$ cat config.mk
export PLATFORM = sky130hd
export DESIGN_NAME = snoop_handler
export DESIGN_NICKNAME = d
export VERILOG_FILES = /design/src/snoop_pkg.sv /design/src/snoop_decode.sv /design/src/snoop_seq.sv /design/src/snoop_rsp_fifo.sv /design/src/snoop_handler.sv
export SDC_FILE = /design/constraint.sdc
export NUM_CORES = 1
export LEC_CHECK = 0
export ABC_AREA = 1
export ABC_CLOCK_PERIOD_IN_PS = 9500
export BUFFER_PORTS_ARGS = -buffer_cell sky130_fd_sc_hd__clkbuf_2
export CORE_MARGIN = 8
export CORE_UTILIZATION = 62
export CTS_BUF_LIST = sky130_fd_sc_hd__clkbuf_4 sky130_fd_sc_hd__clkbuf_8
export DETAILED_ROUTE_END_ITERATION = 6
export PLACE_DENSITY_LB_ADDON = 0.08
export SLEW_MARGIN = 30
export SYNTH_ARGS = -nofsm -noshare
export SYNTH_HDL_FRONTEND = slang
export SYNTH_SLANG_ARGS = --single-unit
$ cat constraint.sdc
create_clock -name clk_i -period 9.5 [get_ports clk_i]
set_input_delay 0.95 -clock clk_i [delete_from_list [all_inputs] [get_ports clk_i]]
set_output_delay 0.95 -clock clk_i [all_outputs]
set_load 0.05 [all_outputs]
$ cat src/snoop_pkg.sv
package snoop_pkg;

    // Cache geometry
    localparam int unsigned SET_W         = 6;
    localparam int unsigned TAG_W         = 20;
    localparam int unsigned WAYS          = 4;
    localparam int unsigned ACCESS_W      = 64;
    localparam int unsigned LINE_ACCESSES = 4;
    localparam int unsigned WORD_W        = 2;

    // Response buffering
    localparam int unsigned DATA_FIFO_DEPTH = 4;
    localparam int unsigned META_FIFO_DEPTH = 1;

    typedef logic [SET_W-1:0]    set_t;
    typedef logic [TAG_W-1:0]    tag_t;
    typedef logic [WAYS-1:0]     way_vec_t;
    typedef logic [WORD_W-1:0]   word_t;
    typedef logic [ACCESS_W-1:0] access_data_t;

    // Snoop operation, exactly one flag set
    typedef struct packed {
        logic read_clean;
        logic read_not_shared_dirty;
        logic read_once;
        logic read_shared;
        logic read_unique;
        logic clean_invalid;
        logic clean_shared;
        logic make_invalid;
    } snoop_op_t;

    // Directory state of one cache line
    typedef struct packed {
        logic valid;
        logic wback;
        logic dirty;
        logic shared;
        logic fetch;
    } dir_state_t;

    typedef struct packed {
        snoop_op_t  op;
        set_t       set;
        tag_t       tag;
        way_vec_t   way;
        dir_state_t dir;
    } snoop_req_t;

    // Metadata returned for every snoop
    typedef struct packed {
        logic was_unique;
        logic is_shared;
        logic pass_dirty;
        logic left_dirty;
        logic data_transfer;
    } snoop_meta_t;

    // What the sequencer has to do for one request
    typedef struct packed {
        snoop_meta_t meta;
        logic        read_data;
        logic        updt_dir;
        dir_state_t  new_dir;
    } snoop_plan_t;

    typedef struct packed {
        set_t     set;
        way_vec_t way;
        word_t    word;
    } data_read_t;

    typedef struct packed {
        set_t       set;
        way_vec_t   way;
        tag_t       tag;
        dir_state_t state;
    } dir_updt_t;

    // One beat of line data
    typedef struct packed {
        access_data_t data;
        logic         last;
    } snoop_data_t;

endpackage

$ cat src/snoop_decode.sv
module snoop_decode (
    input  snoop_pkg::snoop_req_t  req_i,
    output snoop_pkg::snoop_plan_t plan_o
);

    import snoop_pkg::*;

    snoop_op_t  op;
    dir_state_t dir;

    assign op  = req_i.op;
    assign dir = req_i.dir;

    always_comb begin
        plan_o = '0;

        // An invalid line gets an all-zero response and no action
        if (dir.valid) begin
            plan_o.meta.was_unique = !dir.shared;

            unique case (1'b1)
                op.read_clean,
                op.read_not_shared_dirty,
                op.read_shared: begin
                    // Line stays valid but becomes shared
                    plan_o.meta.is_shared     = 1'b1;
                    plan_o.meta.left_dirty    = dir.dirty;
                    plan_o.meta.data_transfer = 1'b1;
                    plan_o.updt_dir           = 1'b1;
                    plan_o.new_dir            = dir;
                    plan_o.new_dir.shared     = 1'b1;
                end

                op.read_once: begin
                    // Directory is left as it is
                    plan_o.meta.is_shared     = 1'b1;
                    plan_o.meta.left_dirty    = dir.dirty;
                    plan_o.meta.data_transfer = 1'b1;
                end

                op.read_unique: begin
                    plan_o.meta.pass_dirty    = dir.dirty;
                    plan_o.meta.data_transfer = 1'b1;
                    plan_o.updt_dir           = 1'b1;
                end

                op.clean_invalid: begin
                    // Data only moves when there is something to write back
                    plan_o.meta.pass_dirty    = dir.dirty;
                    plan_o.meta.data_transfer = dir.dirty;
                    plan_o.updt_dir           = 1'b1;
                end

                op.clean_shared: begin
                    plan_o.meta.is_shared     = 1'b1;
                    plan_o.meta.pass_dirty    = dir.dirty;
                    plan_o.meta.data_transfer = dir.dirty;
                    plan_o.updt_dir           = 1'b1;
                    plan_o.new_dir            = dir;
                    plan_o.new_dir.dirty      = 1'b0;
                end

                op.make_invalid: begin
                    plan_o.updt_dir = 1'b1;
                end

                default: begin
                    plan_o.meta = '0;
                end
            endcase
        end

        plan_o.read_data = plan_o.meta.data_transfer;
    end

endmodule

$ cat src/snoop_seq.sv
module snoop_seq (
    input  logic                           clk_i,
    input  logic                           rst_ni,

    // Snoop request
    input  logic                           req_valid_i,
    output logic                           req_ready_o,
    input  snoop_pkg::snoop_req_t          req_i,
    input  snoop_pkg::snoop_plan_t         plan_i,

    // Response FIFO write side
    input  logic                           meta_wok_i,
    output logic                           meta_w_o,
    output snoop_pkg::snoop_meta_t         meta_wdata_o,
    input  logic                           data_wok_i,
    output logic                           data_w_o,
    output snoop_pkg::snoop_data_t         data_wdata_o,

    // Cache data array
    output logic                           data_read_o,
    output snoop_pkg::data_read_t          data_read_addr_o,
    input  logic [snoop_pkg::ACCESS_W-1:0] data_read_data_i,

    // Cache directory
    output logic                           dir_updt_o,
    output snoop_pkg::dir_updt_t           dir_updt_data_o
);

    import snoop_pkg::*;

    typedef enum logic [1:0] {
        SEQ_IDLE,
        SEQ_READ_FIRST,
        SEQ_READ_NEXT,
        SEQ_DIR_UPDT
    } seq_state_e;

    seq_state_e state_q, state_d;
    word_t      word_q, word_d;
    logic       updt_dir_q;
    logic       accept;
    logic       data_eol;

    set_t       req_set_q;
    tag_t       req_tag_q;
    way_vec_t   req_way_q;
    dir_state_t new_dir_q;

    assign req_ready_o = (state_q == SEQ_IDLE) && meta_wok_i;
    assign accept      = req_valid_i && req_ready_o;

    // Counter has wrapped back to zero once the last word was read
    assign data_eol = (word_q == '0);

    // Metadata is known at acceptance
    assign meta_w_o     = accept;
    assign meta_wdata_o = plan_i.meta;

    // Array data arrives one cycle after its read strobe
    assign data_wdata_o = '{data: data_read_data_i, last: data_eol};

    always_comb begin
        state_d     = state_q;
        word_d      = word_q;
        data_read_o = 1'b0;
        data_w_o    = 1'b0;
        dir_updt_o  = 1'b0;

        case (state_q)
            SEQ_IDLE: begin
                if (accept) begin
                    if (plan_i.read_data) begin
                        state_d = SEQ_READ_FIRST;
                    end else if (plan_i.updt_dir) begin
                        state_d = SEQ_DIR_UPDT;
                    end
                end
            end

            SEQ_READ_FIRST: begin
                if (data_wok_i) begin
                    data_read_o = 1'b1;
                    word_d      = word_q + 1'b1;
                    state_d     = SEQ_READ_NEXT;
                end
            end

            SEQ_READ_NEXT: begin
                // Push the previous word, read the next one unless the line is done
                if (data_wok_i) begin
                    data_w_o    = 1'b1;
                    data_read_o = !data_eol;
                    if (data_eol) begin
                        state_d = updt_dir_q ? SEQ_DIR_UPDT : SEQ_IDLE;
                    end else begin
                        // Wraps to zero after the last word of the line
                        word_d = word_q + 1'b1;
                    end
                end
            end

            SEQ_DIR_UPDT: begin
                dir_updt_o = 1'b1;
                state_d    = SEQ_IDLE;
            end

            default: begin
                state_d = SEQ_IDLE;
            end
        endcase
    end

    always_ff @(posedge clk_i or negedge rst_ni) begin
        if (!rst_ni) begin
            state_q    <= SEQ_IDLE;
            word_q     <= '0;
            updt_dir_q <= 1'b0;
        end else begin
            state_q <= state_d;
            word_q  <= word_d;
            if (accept) begin
                updt_dir_q <= plan_i.updt_dir;
            end
        end
    end

    always_ff @(posedge clk_i) begin
        if (accept) begin
            req_set_q <= req_i.set;
            req_tag_q <= req_i.tag;
            req_way_q <= req_i.way;
            new_dir_q <= plan_i.new_dir;
        end
    end

    assign data_read_addr_o = '{set: req_set_q, way: req_way_q, word: word_q};

    assign dir_updt_data_o = '{
        set:   req_set_q,
        way:   req_way_q,
        tag:   req_tag_q,
        state: new_dir_q
    };

endmodule

$ cat src/snoop_rsp_fifo.sv
module snoop_rsp_fifo #(
    parameter type         payload_t = logic,
    parameter int unsigned DEPTH     = 2
) (
    input  logic     clk_i,
    input  logic     rst_ni,

    input  logic     w_i,
    output logic     wok_o,
    input  payload_t wdata_i,

    input  logic     r_i,
    output logic     rok_o,
    output payload_t rdata_o
);

    // A single entry still needs a one-bit pointer
    localparam int unsigned PTR_W = (DEPTH > 1) ? $clog2(DEPTH) : 1;
    localparam int unsigned CNT_W = $clog2(DEPTH + 1);

    payload_t           mem [DEPTH];
    logic [PTR_W-1:0]   wr_ptr_q;
    logic [PTR_W-1:0]   rd_ptr_q;
    logic [CNT_W-1:0]   count_q;
    logic               push;
    logic               pop;

    assign wok_o   = (count_q != CNT_W'(DEPTH));
    assign rok_o   = (count_q != '0);
    assign rdata_o = mem[rd_ptr_q];

    assign push = w_i && wok_o;
    assign pop  = r_i && rok_o;

    always_ff @(posedge clk_i or negedge rst_ni) begin
        if (!rst_ni) begin
            wr_ptr_q <= '0;
            rd_ptr_q <= '0;
            count_q  <= '0;
        end else begin
            if (push) begin
                wr_ptr_q <= (wr_ptr_q == PTR_W'(DEPTH - 1)) ? '0 : wr_ptr_q + 1'b1;
            end
            if (pop) begin
                rd_ptr_q <= (rd_ptr_q == PTR_W'(DEPTH - 1)) ? '0 : rd_ptr_q + 1'b1;
            end
            // Simultaneous push and pop leave the count unchanged
            if (push && !pop) begin
                count_q <= count_q + 1'b1;
            end else if (pop && !push) begin
                count_q <= count_q - 1'b1;
            end
        end
    end

    always_ff @(posedge clk_i) begin
        if (push) begin
            mem[wr_ptr_q] <= wdata_i;
        end
    end

endmodule

$ cat src/snoop_handler.sv
module snoop_handler (
    input  logic                           clk_i,
    input  logic                           rst_ni,

    // Snoop request
    input  logic                           req_valid_i,
    output logic                           req_ready_o,
    input  snoop_pkg::snoop_req_t          req_i,

    // Cache data array
    output logic                           data_read_o,
    output snoop_pkg::data_read_t          data_read_addr_o,
    input  logic [snoop_pkg::ACCESS_W-1:0] data_read_data_i,

    // Cache directory
    output logic                           dir_updt_o,
    output snoop_pkg::dir_updt_t           dir_updt_data_o,

    // Metadata response
    output logic                           meta_valid_o,
    output snoop_pkg::snoop_meta_t         meta_o,
    input  logic                           meta_ready_i,

    // Data response
    output logic                           data_valid_o,
    output snoop_pkg::snoop_data_t         data_o,
    input  logic                           data_ready_i
);

    import snoop_pkg::*;

    snoop_plan_t plan;
    logic        meta_w;
    logic        meta_wok;
    snoop_meta_t meta_wdata;
    logic        data_w;
    logic        data_wok;
    snoop_data_t data_wdata;

    snoop_decode u_decode (
        .req_i  (req_i),
        .plan_o (plan)
    );

    snoop_seq u_seq (
        .clk_i            (clk_i),
        .rst_ni           (rst_ni),
        .req_valid_i      (req_valid_i),
        .req_ready_o      (req_ready_o),
        .req_i            (req_i),
        .plan_i           (plan),
        .meta_wok_i       (meta_wok),
        .meta_w_o         (meta_w),
        .meta_wdata_o     (meta_wdata),
        .data_wok_i       (data_wok),
        .data_w_o         (data_w),
        .data_wdata_o     (data_wdata),
        .data_read_o      (data_read_o),
        .data_read_addr_o (data_read_addr_o),
        .data_read_data_i (data_read_data_i),
        .dir_updt_o       (dir_updt_o),
        .dir_updt_data_o  (dir_updt_data_o)
    );

    // One metadata entry per accepted request
    snoop_rsp_fifo #(
        .payload_t (snoop_meta_t),
        .DEPTH     (META_FIFO_DEPTH)
    ) u_meta_fifo (
        .clk_i   (clk_i),
        .rst_ni  (rst_ni),
        .w_i     (meta_w),
        .wok_o   (meta_wok),
        .wdata_i (meta_wdata),
        .r_i     (meta_ready_i),
        .rok_o   (meta_valid_o),
        .rdata_o (meta_o)
    );

    snoop_rsp_fifo #(
        .payload_t (snoop_data_t),
        .DEPTH     (DATA_FIFO_DEPTH)
    ) u_data_fifo (
        .clk_i   (clk_i),
        .rst_ni  (rst_ni),
        .w_i     (data_w),
        .wok_o   (data_wok),
        .wdata_i (data_wdata),
        .r_i     (data_ready_i),
        .rok_o   (data_valid_o),
        .rdata_o (data_o)
    );

endmodule

==> results <==
- Together, buffers and inverters on the worst path number 3.
- The routed design has 25860 um of wire.
- The cell class contributing the biggest share of worst-path delay is buffers and inverters.
- The tightest min-delay check is of the in2async type.
- The highest routing layer actually used is met5.
- The count of endpoints failing hold in the final timing report was 0.
- The unique cell type count in the Yosys netlist is 31.
- The total via count in the routed design is 7380.
- The master cell of the clock root buffer is sky130_fd_sc_hd__clkbuf_8.
- The violation count after the first detailed-route iteration is a little over 500.
- For this run, the slowest stage of the critical path takes 0.70 ns.
- The post-route total power is 5.230 mW.
- Yosys attributes the largest share of cell area to sky130_fd_sc_hd__edfxtp_1 (72%), sky130_fd_sc_hd__o21ai_0 (4.4%), sky130_fd_sc_hd__o22ai_2 (3.6%).
- The cell type with the largest total area after synthesis is sky130_fd_sc_hd__edfxtp_1.
- Measured against its own limit, the worst slew margin works out to a little over a third.
- For this run the aggregate overflow at the end of global routing stands at 0.
- Walking the worst path, the cells encountered are inv_6, buf_6, o21ai_0, o22ai_2, clkbuf_2.
- The final number of max-transition violations came to 0.
- The count of nets after finishing is 1184.
- The clock net in this run drives a total of 313 sinks.
- The initial antenna violation count is 3.
- The worst path needs 4.262 ns of the cycle, external delays included.
- The first detailed-routing pass ran for 5 iterations.
- The number of buffers inserted during clock tree synthesis is 47.
- Entering global routing, the biggest net connects 81 pins.
- The number of core rows is 52.
- The congestion estimate from routability-driven global placement came to 0.8356.
- The total of flip-flops plus latches after synthesis is between 300 and 400.
- The sequential fraction of the synthesis area is 74.96%.
- The start-to-end type of the worst setup path is reg2out.
- The detailed-routed wire length on met2 is 13290 um.
- Measured along the x axis, the die boundary spans 157.7 um.
- In this run the worst path has a maximum fanout of 69.
- The detailed-placement wirelength estimate is between 15000 and 20000 um.
- In this run the power density over the cells is 356.6 nW/um^2.
- The area share of the largest cell type after synthesis is 72.35%.
- At the pin with the least slew margin, the transition time is 0.9606 ns.
- The core region is between 15000 and 20000 um^2.
- The slowest cell on the critical path is sky130_fd_sc_hd__dfrtp_4.
- Excluding fillers, the count of instances in the completed layout stands at between 1000 and 1500.
- The via count of the first global-routing pass is roughly 7500.
- For this design the static power due to leakage is roughly 5.4 nW.
- For this run, design rule violations remaining after detail routing come to 0.
- The total die area is between 20000 and 25000 um^2.
- The count of buffers from port buffering is 233.
- Setup repair after global routing left no endpoint under its margin.
- The mapped netlist covers 12450 um^2.
- The area overhead of the layout relative to synthesis is 17.78%.
- The reg-to-reg setup timing slack is 6.55 ns.
- Synthesis produced a netlist with a net count of about 950.
- Before CTS, the worst setup slack after placement is 5.524 ns.
- STA puts the critical path data required time at roughly 8.6 ns.
- The flow ran to the end, and the final reports show no timing, DRC or antenna violations.
- The endpoint class of the critical path is an output port.
- For the worst-skew pair, the clock arrives at the later sink with an insertion delay of 0.55 ns.
- The arrival time of the worst setup path is 3.31 ns.
- The placed cell area is approximately 14000 um^2.
- The number of buffers inserted by hold repair at cts is 0.
- Counting along the longest clock path gives a buffer depth of 3.
- STA classifies the critical path startpoint as a flop.
- Once layout is done, the placed cells without fillers occupy 14670 um^2.
- Cells with a size suffix above 1 make up 37.44% of the layout.
- The global routing usage summed across all routing layers is 20.52%.
- The met3 wire length is ~2000 um.
- The I/O pin count is between 200 and 250.
- Clock-pin slew was measured on the worst setup and hold paths at about 0.06 ns.
- Max-cap violations in this run came to 0.
- TritonCTS built the clock tree.
- The H-tree was split into 2 levels.
- Of the available clock period, the critical path in the final layout requires 44.86%.
- The final routed wire length divided by cell count is 18.92 um.
- The number of instances in the synthesized netlist is 820.
- Gates resized during post-CTS repair numbered 0.
- The worst-case IR drop observed on VDD is 0.2992 mV.
- The die boundary height is 157.7 um.
- The count of nets left with antenna violations once routing finished came out at 0.
- The average via count per standard cell is 5.399.
- The wire length of the first global-routing pass is 38840 um.
- The worst setup margin is 5.238 ns.
- Post-CTS timing repair inserted 0 buffers for setup.
- The initial standard-cell utilization of the core is between 60 and 70%.
- The detailed router put a total of 9791 um of wire on met1.
- The number of failing setup endpoints in the final timing report is 0.
- The warning count from the yosys run is 0.
- For the final routed database, the setup TNS stands at 0 ns.
- Dividing the synthesized area by the synthesized cell count gives ~15 um^2.
- The instance count after placement with tap cells included is 1279.
- The maximum clock rate is approximately 0.23 GHz.
- Between clock sinks in the finished design, the worst skew comes to between 0.015 and 0.02 ns.
==> per-layer routing <==
metal,global-route usage [%],up-vias
met1,24.09,3569
met4,8.704,2
met3,5.706,62
met2,34.98,244
li1,-,3503
met5,0,-
==> metrics by stage <==
| step | hold WS [ns] | util, % |
|---|---|---|
| finish | 0.2887 | 73.42 |
| global route | 0.2906 | 73.42 |
| CTS | 0.2820 | 73.24 |
| detailed placement | 0.5402 | 68.50 |
| global placement | 0.5341 | 68.50 |
| floorplan | 0.4944 | - |
==> path summary, 6_finish.rpt <==
check	cells after the start	endpoint	from
min in group clk_i	2	u_seq.word_q[1]$_DFFE_PN0P_	u_seq.word_q[1]$_DFFE_PN0P_
min	1	u_data_fifo.wr_ptr_q[0]$_DFFE_PN0P_	rst_ni
max	5	data_o[43]	u_data_fifo.rd_ptr_q[0]$_DFFE_PN0P_
max reg2reg	7	u_data_fifo.mem[3][39]$_DFFE_PP_	u_seq.state_q[0]$_DFFE_PN0P_
max in group asynchronous	1	u_data_fifo.rd_ptr_q[0]$_DFFE_PN0P_	rst_ni
min reg2reg	2	u_seq.word_q[1]$_DFFE_PN0P_	u_seq.word_q[1]$_DFFE_PN0P_
==> cell families (layout without fill, tap and decap cells) <==
logic type	after synthesis	in the layout	share of synthesized area, %
DFF	313	313	74.96
xor gates and xnor gates	3	3	0.2111
buffers and inverters	89	364	4.140
muxes	1	1	0.09043
AOI/OAI and AO/OA	212	212	11.18
other	0	2	0
adders and majority gates	13	13	1.367
and+or+nand+nor	189	189	8.049
==> synth_stat cells <==
cell type,number
sky130_fd_sc_hd__nand3_1,6
sky130_fd_sc_hd__clkinv_1,1
sky130_fd_sc_hd__inv_4,1
sky130_fd_sc_hd__mux2_2,1
sky130_fd_sc_hd__o21bai_1,2
sky130_fd_sc_hd__buf_4,10
sky130_fd_sc_hd__inv_2,7
sky130_fd_sc_hd__clkbuf_1,20
sky130_fd_sc_hd__buf_2,12
sky130_fd_sc_hd__nor2_4,35
sky130_fd_sc_hd__nand2_1,26
sky130_fd_sc_hd__and3_1,2
sky130_fd_sc_hd__xor2_1,2
sky130_fd_sc_hd__dfrtp_1,13
sky130_fd_sc_hd__o21ai_0,110
sky130_fd_sc_hd__a31oi_1,1
sky130_fd_sc_hd__o22ai_2,36
sky130_fd_sc_hd__xnor2_1,1
sky130_fd_sc_hd__buf_12,5
sky130_fd_sc_hd__nor2_2,2
sky130_fd_sc_hd__nor2_1,116
sky130_fd_sc_hd__o21ai_1,23
sky130_fd_sc_hd__nor3_2,2
sky130_fd_sc_hd__edfxtp_1,300
sky130_fd_sc_hd__ha_1,12
sky130_fd_sc_hd__o21ai_2,5
sky130_fd_sc_hd__o22ai_1,29
sky130_fd_sc_hd__a21oi_1,6
sky130_fd_sc_hd__fa_1,1
sky130_fd_sc_hd__buf_6,6
sky130_fd_sc_hd__inv_1,27
==> placed cells by master, fill, tap and decap left out, types with 2 or more instances in the layout <==
master | synthesis | routed
sky130_fd_sc_hd__buf_4 | 10 | 8
sky130_fd_sc_hd__nor2_1 | 116 | 112
sky130_fd_sc_hd__clkinv_1 | 1 | 14
sky130_fd_sc_hd__diode_2 | 0 | 2
sky130_fd_sc_hd__ha_1 | 12 | 12
sky130_fd_sc_hd__o22ai_1 | 29 | 29
sky130_fd_sc_hd__and3_1 | 2 | 2
sky130_fd_sc_hd__edfxtp_1 | 300 | 300
sky130_fd_sc_hd__inv_1 | 27 | 27
sky130_fd_sc_hd__o21bai_1 | 2 | 2
sky130_fd_sc_hd__clkbuf_8 | 0 | 51
sky130_fd_sc_hd__o21ai_1 | 23 | 23
sky130_fd_sc_hd__nor2_2 | 2 | 2
sky130_fd_sc_hd__o21ai_0 | 110 | 110
sky130_fd_sc_hd__inv_2 | 7 | 7
sky130_fd_sc_hd__a21oi_1 | 6 | 6
sky130_fd_sc_hd__bufinv_16 | 0 | 2
sky130_fd_sc_hd__o22ai_2 | 36 | 36
sky130_fd_sc_hd__o21ai_2 | 5 | 5
sky130_fd_sc_hd__nand2_1 | 26 | 26
sky130_fd_sc_hd__dfrtp_1 | 13 | 11
sky130_fd_sc_hd__nor2_4 | 35 | 39
sky130_fd_sc_hd__clkbuf_4 | 0 | 15
sky130_fd_sc_hd__nor3_2 | 2 | 2
sky130_fd_sc_hd__xor2_1 | 2 | 2
sky130_fd_sc_hd__nand3_1 | 6 | 6
sky130_fd_sc_hd__clkinv_2 | 0 | 3
sky130_fd_sc_hd__clkbuf_2 | 0 | 233
==> sequential cells by signal (all words and copies together), names as in the netlist, 2 cells and up <==
| name | count |
|---|---|
| u_data_fifo.count_q | 3 |
| u_meta_fifo.mem | 5 |
| u_seq.req_tag_q | 20 |
| u_data_fifo.wr_ptr_q | 2 |
| u_data_fifo.rd_ptr_q | 2 |
| u_data_fifo.mem | 260 |
| u_seq.req_way_q | 4 |
| u_seq.dir_updt_data_o | 5 |
| u_seq.word_q | 2 |
| u_seq.state_q | 2 |
| u_seq.req_set_q | 6 |
==> final cells by class <==
| cell class | count | area (um^2) |
|---|---|---|
| tap | 270 | 337.8 |
| antenna | 2 | 5.005 |
| sequential | 313 | 9339 |
| clock inverter | 19 | 131.4 |
| timing repair buffer | 243 | 1265 |
| multi-input combinational | 418 | 2633 |
| clock buffer | 66 | 814.5 |
| inverter | 36 | 140.1 |
| fill | 1354 | 5309 |
==> power by group <==
| part | switching [mW] | internal (mW) | leakage (nW) |
|---|---|---|---|
| combinational | 1.77 | 0.517 | 2.07 |
| sequential | 0.0956 | 1.76 | 2.88 |
| clock | 0.482 | 0.606 | 0.496 |
==> worst register-to-register path, delay by kind of cell, from the launching register on <==
| family | cells | cell delay [ns] |
|---|---|---|
| flip-flops | 1 | 0.42 |
| buffers and inverters | 4 | 0.97 |
| adder cells (fa/ha/maj) | 1 | 0.23 |
| AND/OR/NAND/NOR | 2 | 0.94 |
Note: power is estimated with default switching activity, not from simulation.
